**config.mk**
```make
export PLATFORM = sky130hd
export DESIGN_NAME = refill_top
export DESIGN_NICKNAME = d
export VERILOG_FILES = /design/src/source/refill_pkg.sv /design/src/source/line_req_if.sv /design/src/source/ifetch_refill_port.sv /design/src/source/data_refill_port.sv /design/src/source/refill_arbiter.sv /design/src/source/refill_top.sv
export SDC_FILE = /design/constraint.sdc
export NUM_CORES = 1
export LEC_CHECK = 0
export BUFFER_PORTS_ARGS = -buffer_cell sky130_fd_sc_hd__buf_2
export CAP_MARGIN = 20
export CORE_AREA = 3 3 539 541
export CTS_CLUSTER_SIZE = 40
export DETAILED_ROUTE_END_ITERATION = 6
export DIE_AREA = 0 0 542 544
export PLACE_DENSITY_LB_ADDON = 0.12
export SLEW_MARGIN = 10
export SYNTH_ARGS = -nofsm -noshare
export SYNTH_HDL_FRONTEND = slang
export SYNTH_SLANG_ARGS = --single-unit
```
**constraint.sdc**
```tcl
create_clock -name clk -period 15.8 [get_ports clk]
set_input_delay 2.37 -clock clk [delete_from_list [all_inputs] [get_ports clk]]
set_output_delay 2.37 -clock clk [all_outputs]
set_load 0.01 [all_outputs]
```
**src/source/refill_pkg.sv**
```systemverilog
`default_nettype none

package refill_pkg;

    localparam int ADDR_W = 32;
    localparam int LINE_W = 256;

    // bytes in one cache line, the low address bits below this are dropped
    localparam int LINE_BYTES = LINE_W / 8;

    // byte address of a line
    typedef logic [ADDR_W-1:0] addr_t;

    // one whole cache line, moved as a single transfer
    typedef logic [LINE_W-1:0] line_t;

    // memory-side FSM, the busy states name the port being served
    typedef enum logic [1:0] {
        ARB_IDLE   = 2'd0,
        ARB_IFETCH = 2'd1,
        ARB_DATA   = 2'd2
    } arb_state_t;

    // last port that owned the memory path
    typedef enum logic {
        OWN_IFETCH = 1'b0,
        OWN_DATA   = 1'b1
    } owner_t;

    // owner after reset, so a tie on the first grant goes to data
    localparam owner_t OWNER_RESET = OWN_IFETCH;

    // mask that clears the offset bits of a line address
    localparam addr_t LINE_ADDR_MASK = ~addr_t'(LINE_BYTES - 1);

endpackage

`default_nettype wire

```
**src/source/line_req_if.sv**
```systemverilog
`timescale 1ns/1ps
`default_nettype none

interface line_req_if
    import refill_pkg::*;
();

    // request side, held by the port until done
    logic  pending;
    addr_t addr;
    logic  we;
    line_t wdata;

    // response side, done is a single-cycle pulse
    logic  done;
    line_t rdata;

    modport port_side (
        output pending,
        output addr,
        output we,
        output wdata,
        input  done,
        input  rdata
    );

    modport arb_side (
        input  pending,
        input  addr,
        input  we,
        input  wdata,
        output done,
        output rdata
    );

endinterface

`default_nettype wire

```
**src/source/ifetch_refill_port.sv**
```systemverilog
`timescale 1ns/1ps
`default_nettype none

module ifetch_refill_port
    import refill_pkg::*;
(
    input  logic          clk,
    input  logic          rst,
    input  logic          i_cyc,
    input  logic          i_stb,
    input  addr_t         i_adr,
    output line_t         o_dat,
    output logic          o_ack,
    line_req_if.port_side req
);

    logic  pending_q;
    logic  ack_q;
    addr_t addr_q;
    line_t dat_q;
    logic  take;

    // new request only when nothing is held and no ack is going out
    assign take = i_cyc && i_stb && !pending_q && !ack_q;

    always_ff @(posedge clk)
    begin
        if (rst)
        begin
            pending_q <= 1'b0;
            ack_q     <= 1'b0;
        end
        else
        begin
            // cache ack follows the arbiter's done by one cycle
            ack_q <= req.done;
            if (take)
            begin
                pending_q <= 1'b1;
            end
            else if (req.done)
            begin
                pending_q <= 1'b0;
            end
        end
    end

    always_ff @(posedge clk)
    begin
        if (take)
        begin
            addr_q <= i_adr & LINE_ADDR_MASK;
        end
        if (req.done)
        begin
            dat_q <= req.rdata;
        end
    end

    assign req.pending = pending_q;
    assign req.addr    = addr_q;

    // instruction refills never write back
    assign req.we      = 1'b0;
    assign req.wdata   = '0;

    assign o_ack = ack_q;
    assign o_dat = dat_q;

endmodule

`default_nettype wire

```
**src/source/data_refill_port.sv**
```systemverilog
`timescale 1ns/1ps
`default_nettype none

module data_refill_port
    import refill_pkg::*;
(
    input  logic          clk,
    input  logic          rst,
    input  logic          i_cyc,
    input  logic          i_stb,
    input  logic          i_we,
    input  addr_t         i_adr,
    input  line_t         i_dat,
    output line_t         o_dat,
    output logic          o_ack,
    line_req_if.port_side req
);

    logic  pending_q;
    logic  ack_q;
    logic  we_q;
    addr_t addr_q;
    line_t wdata_q;
    line_t dat_q;
    logic  take;

    // one request at a time, none while the ack is on the bus
    assign take = i_cyc && i_stb && !pending_q && !ack_q;

    always_ff @(posedge clk)
    begin
        if (rst)
        begin
            pending_q <= 1'b0;
            ack_q     <= 1'b0;
            we_q      <= 1'b0;
        end
        else
        begin
            ack_q <= req.done;
            if (take)
            begin
                pending_q <= 1'b1;
                we_q      <= i_we;
            end
            else if (req.done)
            begin
                pending_q <= 1'b0;
            end
        end
    end

    // address and write-back line stay put while the request is pending
    always_ff @(posedge clk)
    begin
        if (take)
        begin
            addr_q  <= i_adr & LINE_ADDR_MASK;
            wdata_q <= i_dat;
        end
    end

    // a write-back returns an all-zero line on its ack
    always_ff @(posedge clk)
    begin
        if (req.done)
        begin
            if (we_q)
            begin
                dat_q <= '0;
            end
            else
            begin
                dat_q <= req.rdata;
            end
        end
    end

    assign req.pending = pending_q;
    assign req.addr    = addr_q;
    assign req.we      = we_q;
    assign req.wdata   = wdata_q;

    assign o_ack = ack_q;
    assign o_dat = dat_q;

endmodule

`default_nettype wire

```
**src/source/refill_arbiter.sv**
```systemverilog
`timescale 1ns/1ps
`default_nettype none

module refill_arbiter
    import refill_pkg::*;
(
    input  logic         clk,
    input  logic         rst,
    line_req_if.arb_side ireq,
    line_req_if.arb_side dreq,
    output logic         o_mem_cyc,
    output logic         o_mem_stb,
    output logic         o_mem_we,
    output addr_t        o_mem_adr,
    output line_t        o_mem_dat,
    input  line_t        i_mem_dat,
    input  logic         i_mem_ack
);

    arb_state_t state;
    arb_state_t grant;
    owner_t     owner;
    logic       cyc_q;
    logic       done_q;
    line_t      rdata_q;
    addr_t      sel_addr;
    logic       sel_we;
    line_t      sel_wdata;

    // choice made from idle, data wins a tie unless it went last
    always_comb
    begin
        grant = ARB_IDLE;
        if (ireq.pending && dreq.pending)
        begin
            if (owner == OWN_DATA)
            begin
                grant = ARB_IFETCH;
            end
            else
            begin
                grant = ARB_DATA;
            end
        end
        else if (dreq.pending)
        begin
            grant = ARB_DATA;
        end
        else if (ireq.pending)
        begin
            grant = ARB_IFETCH;
        end
    end

    always_ff @(posedge clk)
    begin
        if (rst)
        begin
            state  <= ARB_IDLE;
            owner  <= OWNER_RESET;
            cyc_q  <= 1'b0;
            done_q <= 1'b0;
        end
        else
        begin
            done_q <= 1'b0;
            case (state)
                ARB_IDLE:
                begin
                    if (grant != ARB_IDLE)
                    begin
                        state <= grant;
                        cyc_q <= 1'b1;
                        if (grant == ARB_DATA)
                        begin
                            owner <= OWN_DATA;
                        end
                        else
                        begin
                            owner <= OWN_IFETCH;
                        end
                    end
                end
                ARB_IFETCH, ARB_DATA:
                begin
                    // memory cycle first, then one cycle of done
                    if (done_q)
                    begin
                        state <= ARB_IDLE;
                    end
                    else if (cyc_q && i_mem_ack)
                    begin
                        cyc_q  <= 1'b0;
                        done_q <= 1'b1;
                    end
                end
                default:
                begin
                    state <= ARB_IDLE;
                    cyc_q <= 1'b0;
                end
            endcase
        end
    end

    always_ff @(posedge clk)
    begin
        if (cyc_q && i_mem_ack)
        begin
            rdata_q <= i_mem_dat;
        end
    end

    // request fields come straight from the owning port's registers
    assign sel_addr  = (state == ARB_DATA) ? dreq.addr  : ireq.addr;
    assign sel_we    = (state == ARB_DATA) ? dreq.we    : ireq.we;
    assign sel_wdata = (state == ARB_DATA) ? dreq.wdata : ireq.wdata;

    assign o_mem_cyc = cyc_q;
    assign o_mem_stb = cyc_q;
    assign o_mem_we  = cyc_q && sel_we;
    assign o_mem_adr = sel_addr;
    assign o_mem_dat = sel_wdata;

    // done goes only to the port that owns the path
    assign ireq.done  = done_q && (state == ARB_IFETCH);
    assign dreq.done  = done_q && (state == ARB_DATA);
    assign ireq.rdata = rdata_q;
    assign dreq.rdata = rdata_q;

endmodule

`default_nettype wire

```
**src/source/refill_top.sv**
```systemverilog
`timescale 1ns/1ps
`default_nettype none

module refill_top
    import refill_pkg::*;
(
    input  logic  clk,
    input  logic  rst,

    // instruction cache refill slave
    input  logic  i_ic_cyc,
    input  logic  i_ic_stb,
    input  addr_t i_ic_adr,
    output line_t o_ic_dat,
    output logic  o_ic_ack,

    // data cache refill and write-back slave
    input  logic  i_dc_cyc,
    input  logic  i_dc_stb,
    input  logic  i_dc_we,
    input  addr_t i_dc_adr,
    input  line_t i_dc_dat,
    output line_t o_dc_dat,
    output logic  o_dc_ack,

    // shared master to backing memory
    output logic  o_mem_cyc,
    output logic  o_mem_stb,
    output logic  o_mem_we,
    output addr_t o_mem_adr,
    output line_t o_mem_dat,
    input  line_t i_mem_dat,
    input  logic  i_mem_ack
);

    line_req_if ireq_if ();
    line_req_if dreq_if ();

    ifetch_refill_port u_ifetch (
        .clk   (clk),
        .rst   (rst),
        .i_cyc (i_ic_cyc),
        .i_stb (i_ic_stb),
        .i_adr (i_ic_adr),
        .o_dat (o_ic_dat),
        .o_ack (o_ic_ack),
        .req   (ireq_if.port_side)
    );

    data_refill_port u_data (
        .clk   (clk),
        .rst   (rst),
        .i_cyc (i_dc_cyc),
        .i_stb (i_dc_stb),
        .i_we  (i_dc_we),
        .i_adr (i_dc_adr),
        .i_dat (i_dc_dat),
        .o_dat (o_dc_dat),
        .o_ack (o_dc_ack),
        .req   (dreq_if.port_side)
    );

    refill_arbiter u_arb (
        .clk       (clk),
        .rst       (rst),
        .ireq      (ireq_if.arb_side),
        .dreq      (dreq_if.arb_side),
        .o_mem_cyc (o_mem_cyc),
        .o_mem_stb (o_mem_stb),
        .o_mem_we  (o_mem_we),
        .o_mem_adr (o_mem_adr),
        .o_mem_dat (o_mem_dat),
        .i_mem_dat (i_mem_dat),
        .i_mem_ack (i_mem_ack)
    );

endmodule

`default_nettype wire

```
==> metrics.txt, run 1 <==
grt total ovfl 0; critical path class flip-flop to primary output; Post-CTS Setup Bufs 0; via/cell ratio 3.04; Routed WL 177000 um; Max-slew headroom 37.3%; average wire per standard cell 24.8 um; synthesized instance count 1735; Worst Max-Slew Pin Slew 0.940 ns; Worst EP required 13.43 ns; crit end category primary output; Final Max Slew Viols 0; maximum VDD drop 0.0687 mV; number of fillers in the final layout 31300; maximum buffer depth of the clock tree 4; Peak Freq 180 MHz; hold_buf cts 0; Avg Cell Area, Syn 21.2 sq um; # DRC 0; count leader, synth edfxtp_1; WP data arrival 3.18 ns; Synth Flop Type edfxtp_1; DR iter-0 viols 1126; Placer Congestion 0.807; Antenna Nets Post-Route 0; I/O pin count 1389; post-DP HPWL 137000 um; Core Area 0.285 sq mm; Yosys warning count 0; post-synth top area cell edfxtp_1; CP Max Fanout 81; P_leak 0.0198 uW; first-pass GRT wire length 225000 um; Post-synth EDFFs 1078; Cell variety after synth 30; Horiz. Die Dim 542 um; Site Rows 196; register area share after synthesis 88.7%; die area 0.295 sq mm; FFs w/ async S/R, synth 0%; Clock Skew 0.0603 ns; vias in the first global route 22600; Power Dens Cells 130 mW/mm^2; Worst-Skew Late Latency 0.79 ns; Reg clk slew, reported paths 0.05 ns; share of cells above drive strength 1 49.1%; post-CTS sizing 0; initial antenna violation count 153; Final Setup Violations 0; Min-Delay Path Class flip-flop to flip-flop; Hold Vio Cnt, Final 0; Pre-antenna DRT Iters 4; Layout area overhead 44.3%; post-synth top area share 88.2%; #FFs+latches synth 1088; RSZ-0062 raised after global routing false; CTS tree built; FF-to-FF setup slack 11.79 ns; routed via count 21700; TritonCTS Buffers 152; Synth top cells by count edfxtp_1 (1078), and2_1 (257), nor2b_1 (257); Max-Cap Viols 0; Starting Density 12.9%; Die Span Y 544 um; largest net degree at the start of global routing 127; Post-Place Cells 6832; CTS sink count 1088; CTS root buf clkbuf_16; Post-layout nets 3813; status complete, no violations; GR Util All Layers 11.4%; Setup TNS 0 ns; largest cells by area after synthesis edfxtp_1 (88%), and2_1 (4.4%), nor2b_1 (4.4%); Critical Path Source Type flip-flop; fin crit share 35.2%; I/O Buffers 1373; Post-Layout Cell Count 7139; minimum clock period 5.55 ns; Mapped Area 0.0367 sq mm; H-tree level count 4
==> report_power, final <==
part           switching (uW)  internal (uW)  leakage (uW)  total (uW)
Clock                    1350           1920       0.00225        3270
Combinational             195            124       0.00761         319
Sequential               34.5           3270       0.00991        3300
Total                    1580           5320        0.0198        6890
==> layout make-up <==
cell class              instances  area, sq um  share of cell area, %
diodes                         51          128                  0.241
clock inverters                73          636                   1.20
multi-input cells             580         3790                   7.16
clock buffers                 182         3980                   7.51
well taps                    3762         4710                   8.89
repair buffers               1398         7120                   13.4
flip-flops and latches       1088        32600                   61.5
inverters                       5         33.8                 0.0638
==> per-stage QoR <==
step	worst slack, ns	total power [uW]	cell area [sq um]	util (%)	hold WS [ns]
6_report	10.25	6890	53000	18.6	0.392
5_1_grt	9.95	7200	52900	18.5	0.392
4_1_cts	9.68	7080	52800	18.5	0.391
3_5_place_dp	10.11	3700	48200	16.9	0.423
3_3_place_gp	10.10	3700	48200	16.9	0.420
2_1_floorplan	7.03	3490	36700	-	0.418
==> path summary, 6_finish.rpt <==
check / to / start / depth (start not counted)
worst max-delay path: o_mem_dat[137] / u_arb.state[0] / 6
worst min-delay path: u_ifetch.o_dat[50] / u_arb.dreq.rdata[50] / 0
worst max register to register: u_data.o_dat[201] / u_data.req.we / 5
worst min register to register: u_ifetch.o_dat[50] / u_arb.dreq.rdata[50] / 0
==> worst max-delay path, stage by stage (launching register included) <==
cell     delay [ns]
dfxtp_1        0.32
inv_1          0.15
ha_4           0.35
buf_16         0.30
buf_4          0.64
and2_1         0.32
buf_2          0.17
==> logic make-up after synthesis <==
logic type	count (synthesis)	share of synthesized area [%]
AOI/OAI and AO/OA	11	0.184
other	1	0.0102
and+or+nand+nor	532	9.06
muxes	28	0.855
adders and majority gates	4	0.136
buffers and inverters	71	1.03
DFF	1088	88.7
==> registers in the layout, summed over array words and instances, names as in the netlist, 2 cells and up <==
register	flops
u_arb.dreq.rdata	256
u_arb.state	2
u_data.o_dat	256
u_data.req.addr	27
u_data.req.wdata	256
u_ifetch.o_dat	256
u_ifetch.req.addr	27
==> cell usage in the layout (no fill, tap or decap), drive strengths merged, types with 2 or more instances in the layout <==
master and n:
edfxtp 1078, clkbuf 182, inv 12, bufinv 8, clkinv 54, ha 4, diode 51, nand2 3
conb 5, and4bb 2, nor2b 257, a21oi 6, and2 257, buf 1398, nor3b 2, o21ai 2
mux2 27, clkinvlp 4, nor2 6, dfxtp 10
==> routing by layer <==
layer	GRT usage (%)	part of all wire, %
met2	20.7	51
met4	2.89	2.5
met5	0	0.31
met3	5.76	11
met1	11.6	35
(Power assumes the default switching activity.)
==> run 2, diff against run 1 <==
--- a/config.mk
+++ b/config.mk
@@ -7,10 +7,10 @@
 export LEC_CHECK = 0
 export BUFFER_PORTS_ARGS = -buffer_cell sky130_fd_sc_hd__buf_2
 export CAP_MARGIN = 20
-export CORE_AREA = 3 3 539 541
+export CORE_AREA = 3 3 542 544
 export CTS_CLUSTER_SIZE = 40
 export DETAILED_ROUTE_END_ITERATION = 6
-export DIE_AREA = 0 0 542 544
+export DIE_AREA = 0 0 545 547
 export PLACE_DENSITY_LB_ADDON = 0.12
 export SLEW_MARGIN = 10
 export SYNTH_ARGS = -nofsm -noshare
==> constraint.sdc (replaced) <==
create_clock -name clk -period 4.85 [get_ports clk]
set_input_delay 0.7275 -clock clk [delete_from_list [all_inputs] [get_ports clk]]
set_output_delay 0.7275 -clock clk [all_outputs]
set_load 0.01 [all_outputs]
==> run 2 against run 1 <==
  * Die area up 1.1%
  * Wire length down 1.7%
  * Utilization about the same
  * Total power rose to 3.2 times the previous value
  * Via count up 1.1%
  * Non-clock buffer count up 60
  * Cell count up 2.8%
  * Setup slack worse by 9.2 ns
  * Sequential share of layout area down 0.87 points
  * First-iteration DRC count up 0.18%
  * Combinational power rose to 3.4 times the previous value
  * Clock-buffer cell count up 6
  * Critical path type unchanged
  * Largest power group unchanged
==> metrics.txt, run 2 (synthesis gave the netlist of run 1 again) <==
status complete, no violations; most frequent cells in the layout buf_2 (1373), edfxtp_1 (1078), nor2b_1 (257), and2_1 (256), clkbuf_16 (153); DR iter-0 viols 1128 (+0.18%); Site Rows 198 (+1.0%); average wire per standard cell 23.7 um (-4.3%); CTS sink count 1088 (unchanged); Worst Max-Slew Pin Slew 0.989 ns (+0.0493 ns); HP Start i_mem_dat[126]; minimum clock period 3.77 ns; WP data arrival 3.04 ns (-0.14 ns); critical-path cell list inv_1, ha_4, buf_12, and2_1, buf_2; RSZ-0062 raised after global routing false; Antenna Nets Post-Route 0 (unchanged); FF-to-FF setup slack 2.12 ns (-9.67 ns); Hold Worst Slack 0.112 ns (-0.280 ns); post-CTS sizing 0 (unchanged); first-pass GRT wire length 223000 um (-1.0%); largest net degree at the start of global routing 195 (+54%); routed via count 21900 (+1.1%); Post-layout nets 3870 (+1.5%); crit end category primary output; Max-Cap Viols 0 (unchanged); Max-slew headroom 34.0% (-3.3 points); max incr delay on CP 0.60 ns (-0.04 ns); maximum VDD drop 0.217 mV (+220%); Worst-Skew Late Latency 0.79 ns (about the same); Layout area overhead 46.4%; Power Dens Cells 415 mW/mm^2 (+220%); grt total ovfl 0 (unchanged); Worst EP required 4.12 ns (-9.31 ns); Slowest-stage cell, CP ha_4; Pint 17200 uW (+220%); Crit path depth 5 (-1); Pre-antenna DRT Iters 5 (+1); RR Startpoint u_arb.state[0]; hold endpoint u_arb.dreq.rdata[126]; Logic pwr share 4.8% (+0.2 points); Switching Fraction 22.9% (about the same); Final WS setup 1.08 ns (-9.16 ns); I/O pin count 1389 (unchanged); Peak Freq 265 MHz; Core Area 0.290 sq mm (+1.6%); Final Max Slew Viols 0 (unchanged); Min-Delay Path Class primary input to flip-flop; Reg clk slew, reported paths 0.06 ns (about the same); maximum buffer depth of the clock tree 4 (unchanged); # DRC 0 (unchanged); TritonCTS Buffers 149 (-2.0%); initial antenna violation count 153 (unchanged); Placer Congestion 0.891 (+10%); Clock Skew 0.0628 ns (+0.00253 ns); I/O Buffers 1373 (unchanged); CP Launch Point u_arb.state[0]; Routed WL 174000 um (-1.7%); Buf/Inv on CP 3 (-1); Setup WS pre-CTS 1.76 ns (-8.35 ns); Seq pwr share 48.4% (+0.5 points); post-DP HPWL 134000 um (-1.9%); fin crit share 77.7%; Hold Crit Depth 1 (+1); Starting Density 12.7% (-0.21 points); power share of the clock group 46.8% (-0.6 points); most common cell after layout, fill and taps aside buf_2; Psw 5100 uW (+220%); Top Family by Delay on Critical Path buffers and inverters; FF-to-FF End u_data.o_dat[197]; Die Span Y 547 um (+0.55%); Final Setup Violations 0 (unchanged); Tot Pwr 22300 uW (+220%); Horiz. Die Dim 545 um (+0.55%); Hold Vio Cnt, Final 0 (unchanged); die area 0.298 sq mm (+1.1%); critical path class flip-flop to primary output; share of cells above drive strength 1 48.5% (-0.62 points); GR Util All Layers 11.1% (-0.30 points); CTS tree built; P_leak 0.0200 uW (+1.2%); Setup TNS 0 ns (unchanged); CP Max Fanout 194 (+140%); Critical Path Source Type flip-flop; CTS root buf clkbuf_16; r2r worst-path depth 6 (+1); via/cell ratio 2.99 (-1.6%); vias in the first global route 22600 (+0.027%); H-tree level count 4 (unchanged)
[run 2: changes by cell type in the layout (fill, tap and decap cells not counted), moves of 3 or more]
cell           change
dlygate4sd3_1     +44
clkbuf_1           +8
buf_12            +13
diode_2            -3
buf_4              +4
[run 2: final cells by class]
type,instances,area (sq um)
diodes,48,120
well taps,3900,4880
fillers,31600,236000
clock buffers,188,3960
flip-flops and latches,1088,32600
multi-input cells,580,3790
clock inverters,70,549
inverters,5,30.0
repair buffers,1458,7820
[run 2: power by group through the flow]
stage                     clock [uW]  sequential (uW)  combinational (uW)
after global placement             0            11000                1090
after floorplan                    0            10900                 442
after detailed placement           0            11000                1090
after CTS                      11000            10800                1130
final                          10400            10800                1080
after global routing           11300            10800                1180
[run 2: timing repair]
item | 4_1_cts | 5_1_grt
buffers inserted | 0 | 0
hold endpoints to repair | 44 | 0
hold buffers | 44 | 0
[run 2: routing by layer]
metal  track usage (%)  wire (um)  up-vias
met5                 0        720        -
met4              3.09       4360      106
met3              5.37      20000      368
met2              19.6      87000     1157
met1              11.8      62000    10700
li1                  -          -     9579
[run 2: metrics by stage]
step                utilization (%)  cells  area, sq um
floorplan                         -   1739        36700
global placement               16.8   6986        48600
detailed placement             16.8   6987        48700
CTS                            18.5   7289        53600
global route                   18.5   7321        53700
finish                         18.5   7337        53700
[run 2: worst max-delay path by stage]
stage / end / slack [ns]
after floorplan: u_ifetch.o_dat[0] / -1.30
after global placement: u_data.o_dat[179] / 1.51
after detailed placement: o_mem_dat[145] / 1.76
after CTS: o_mem_dat[145] / 0.87
after global routing: o_mem_dat[145] / 0.80
final: o_mem_dat[145] / 1.08
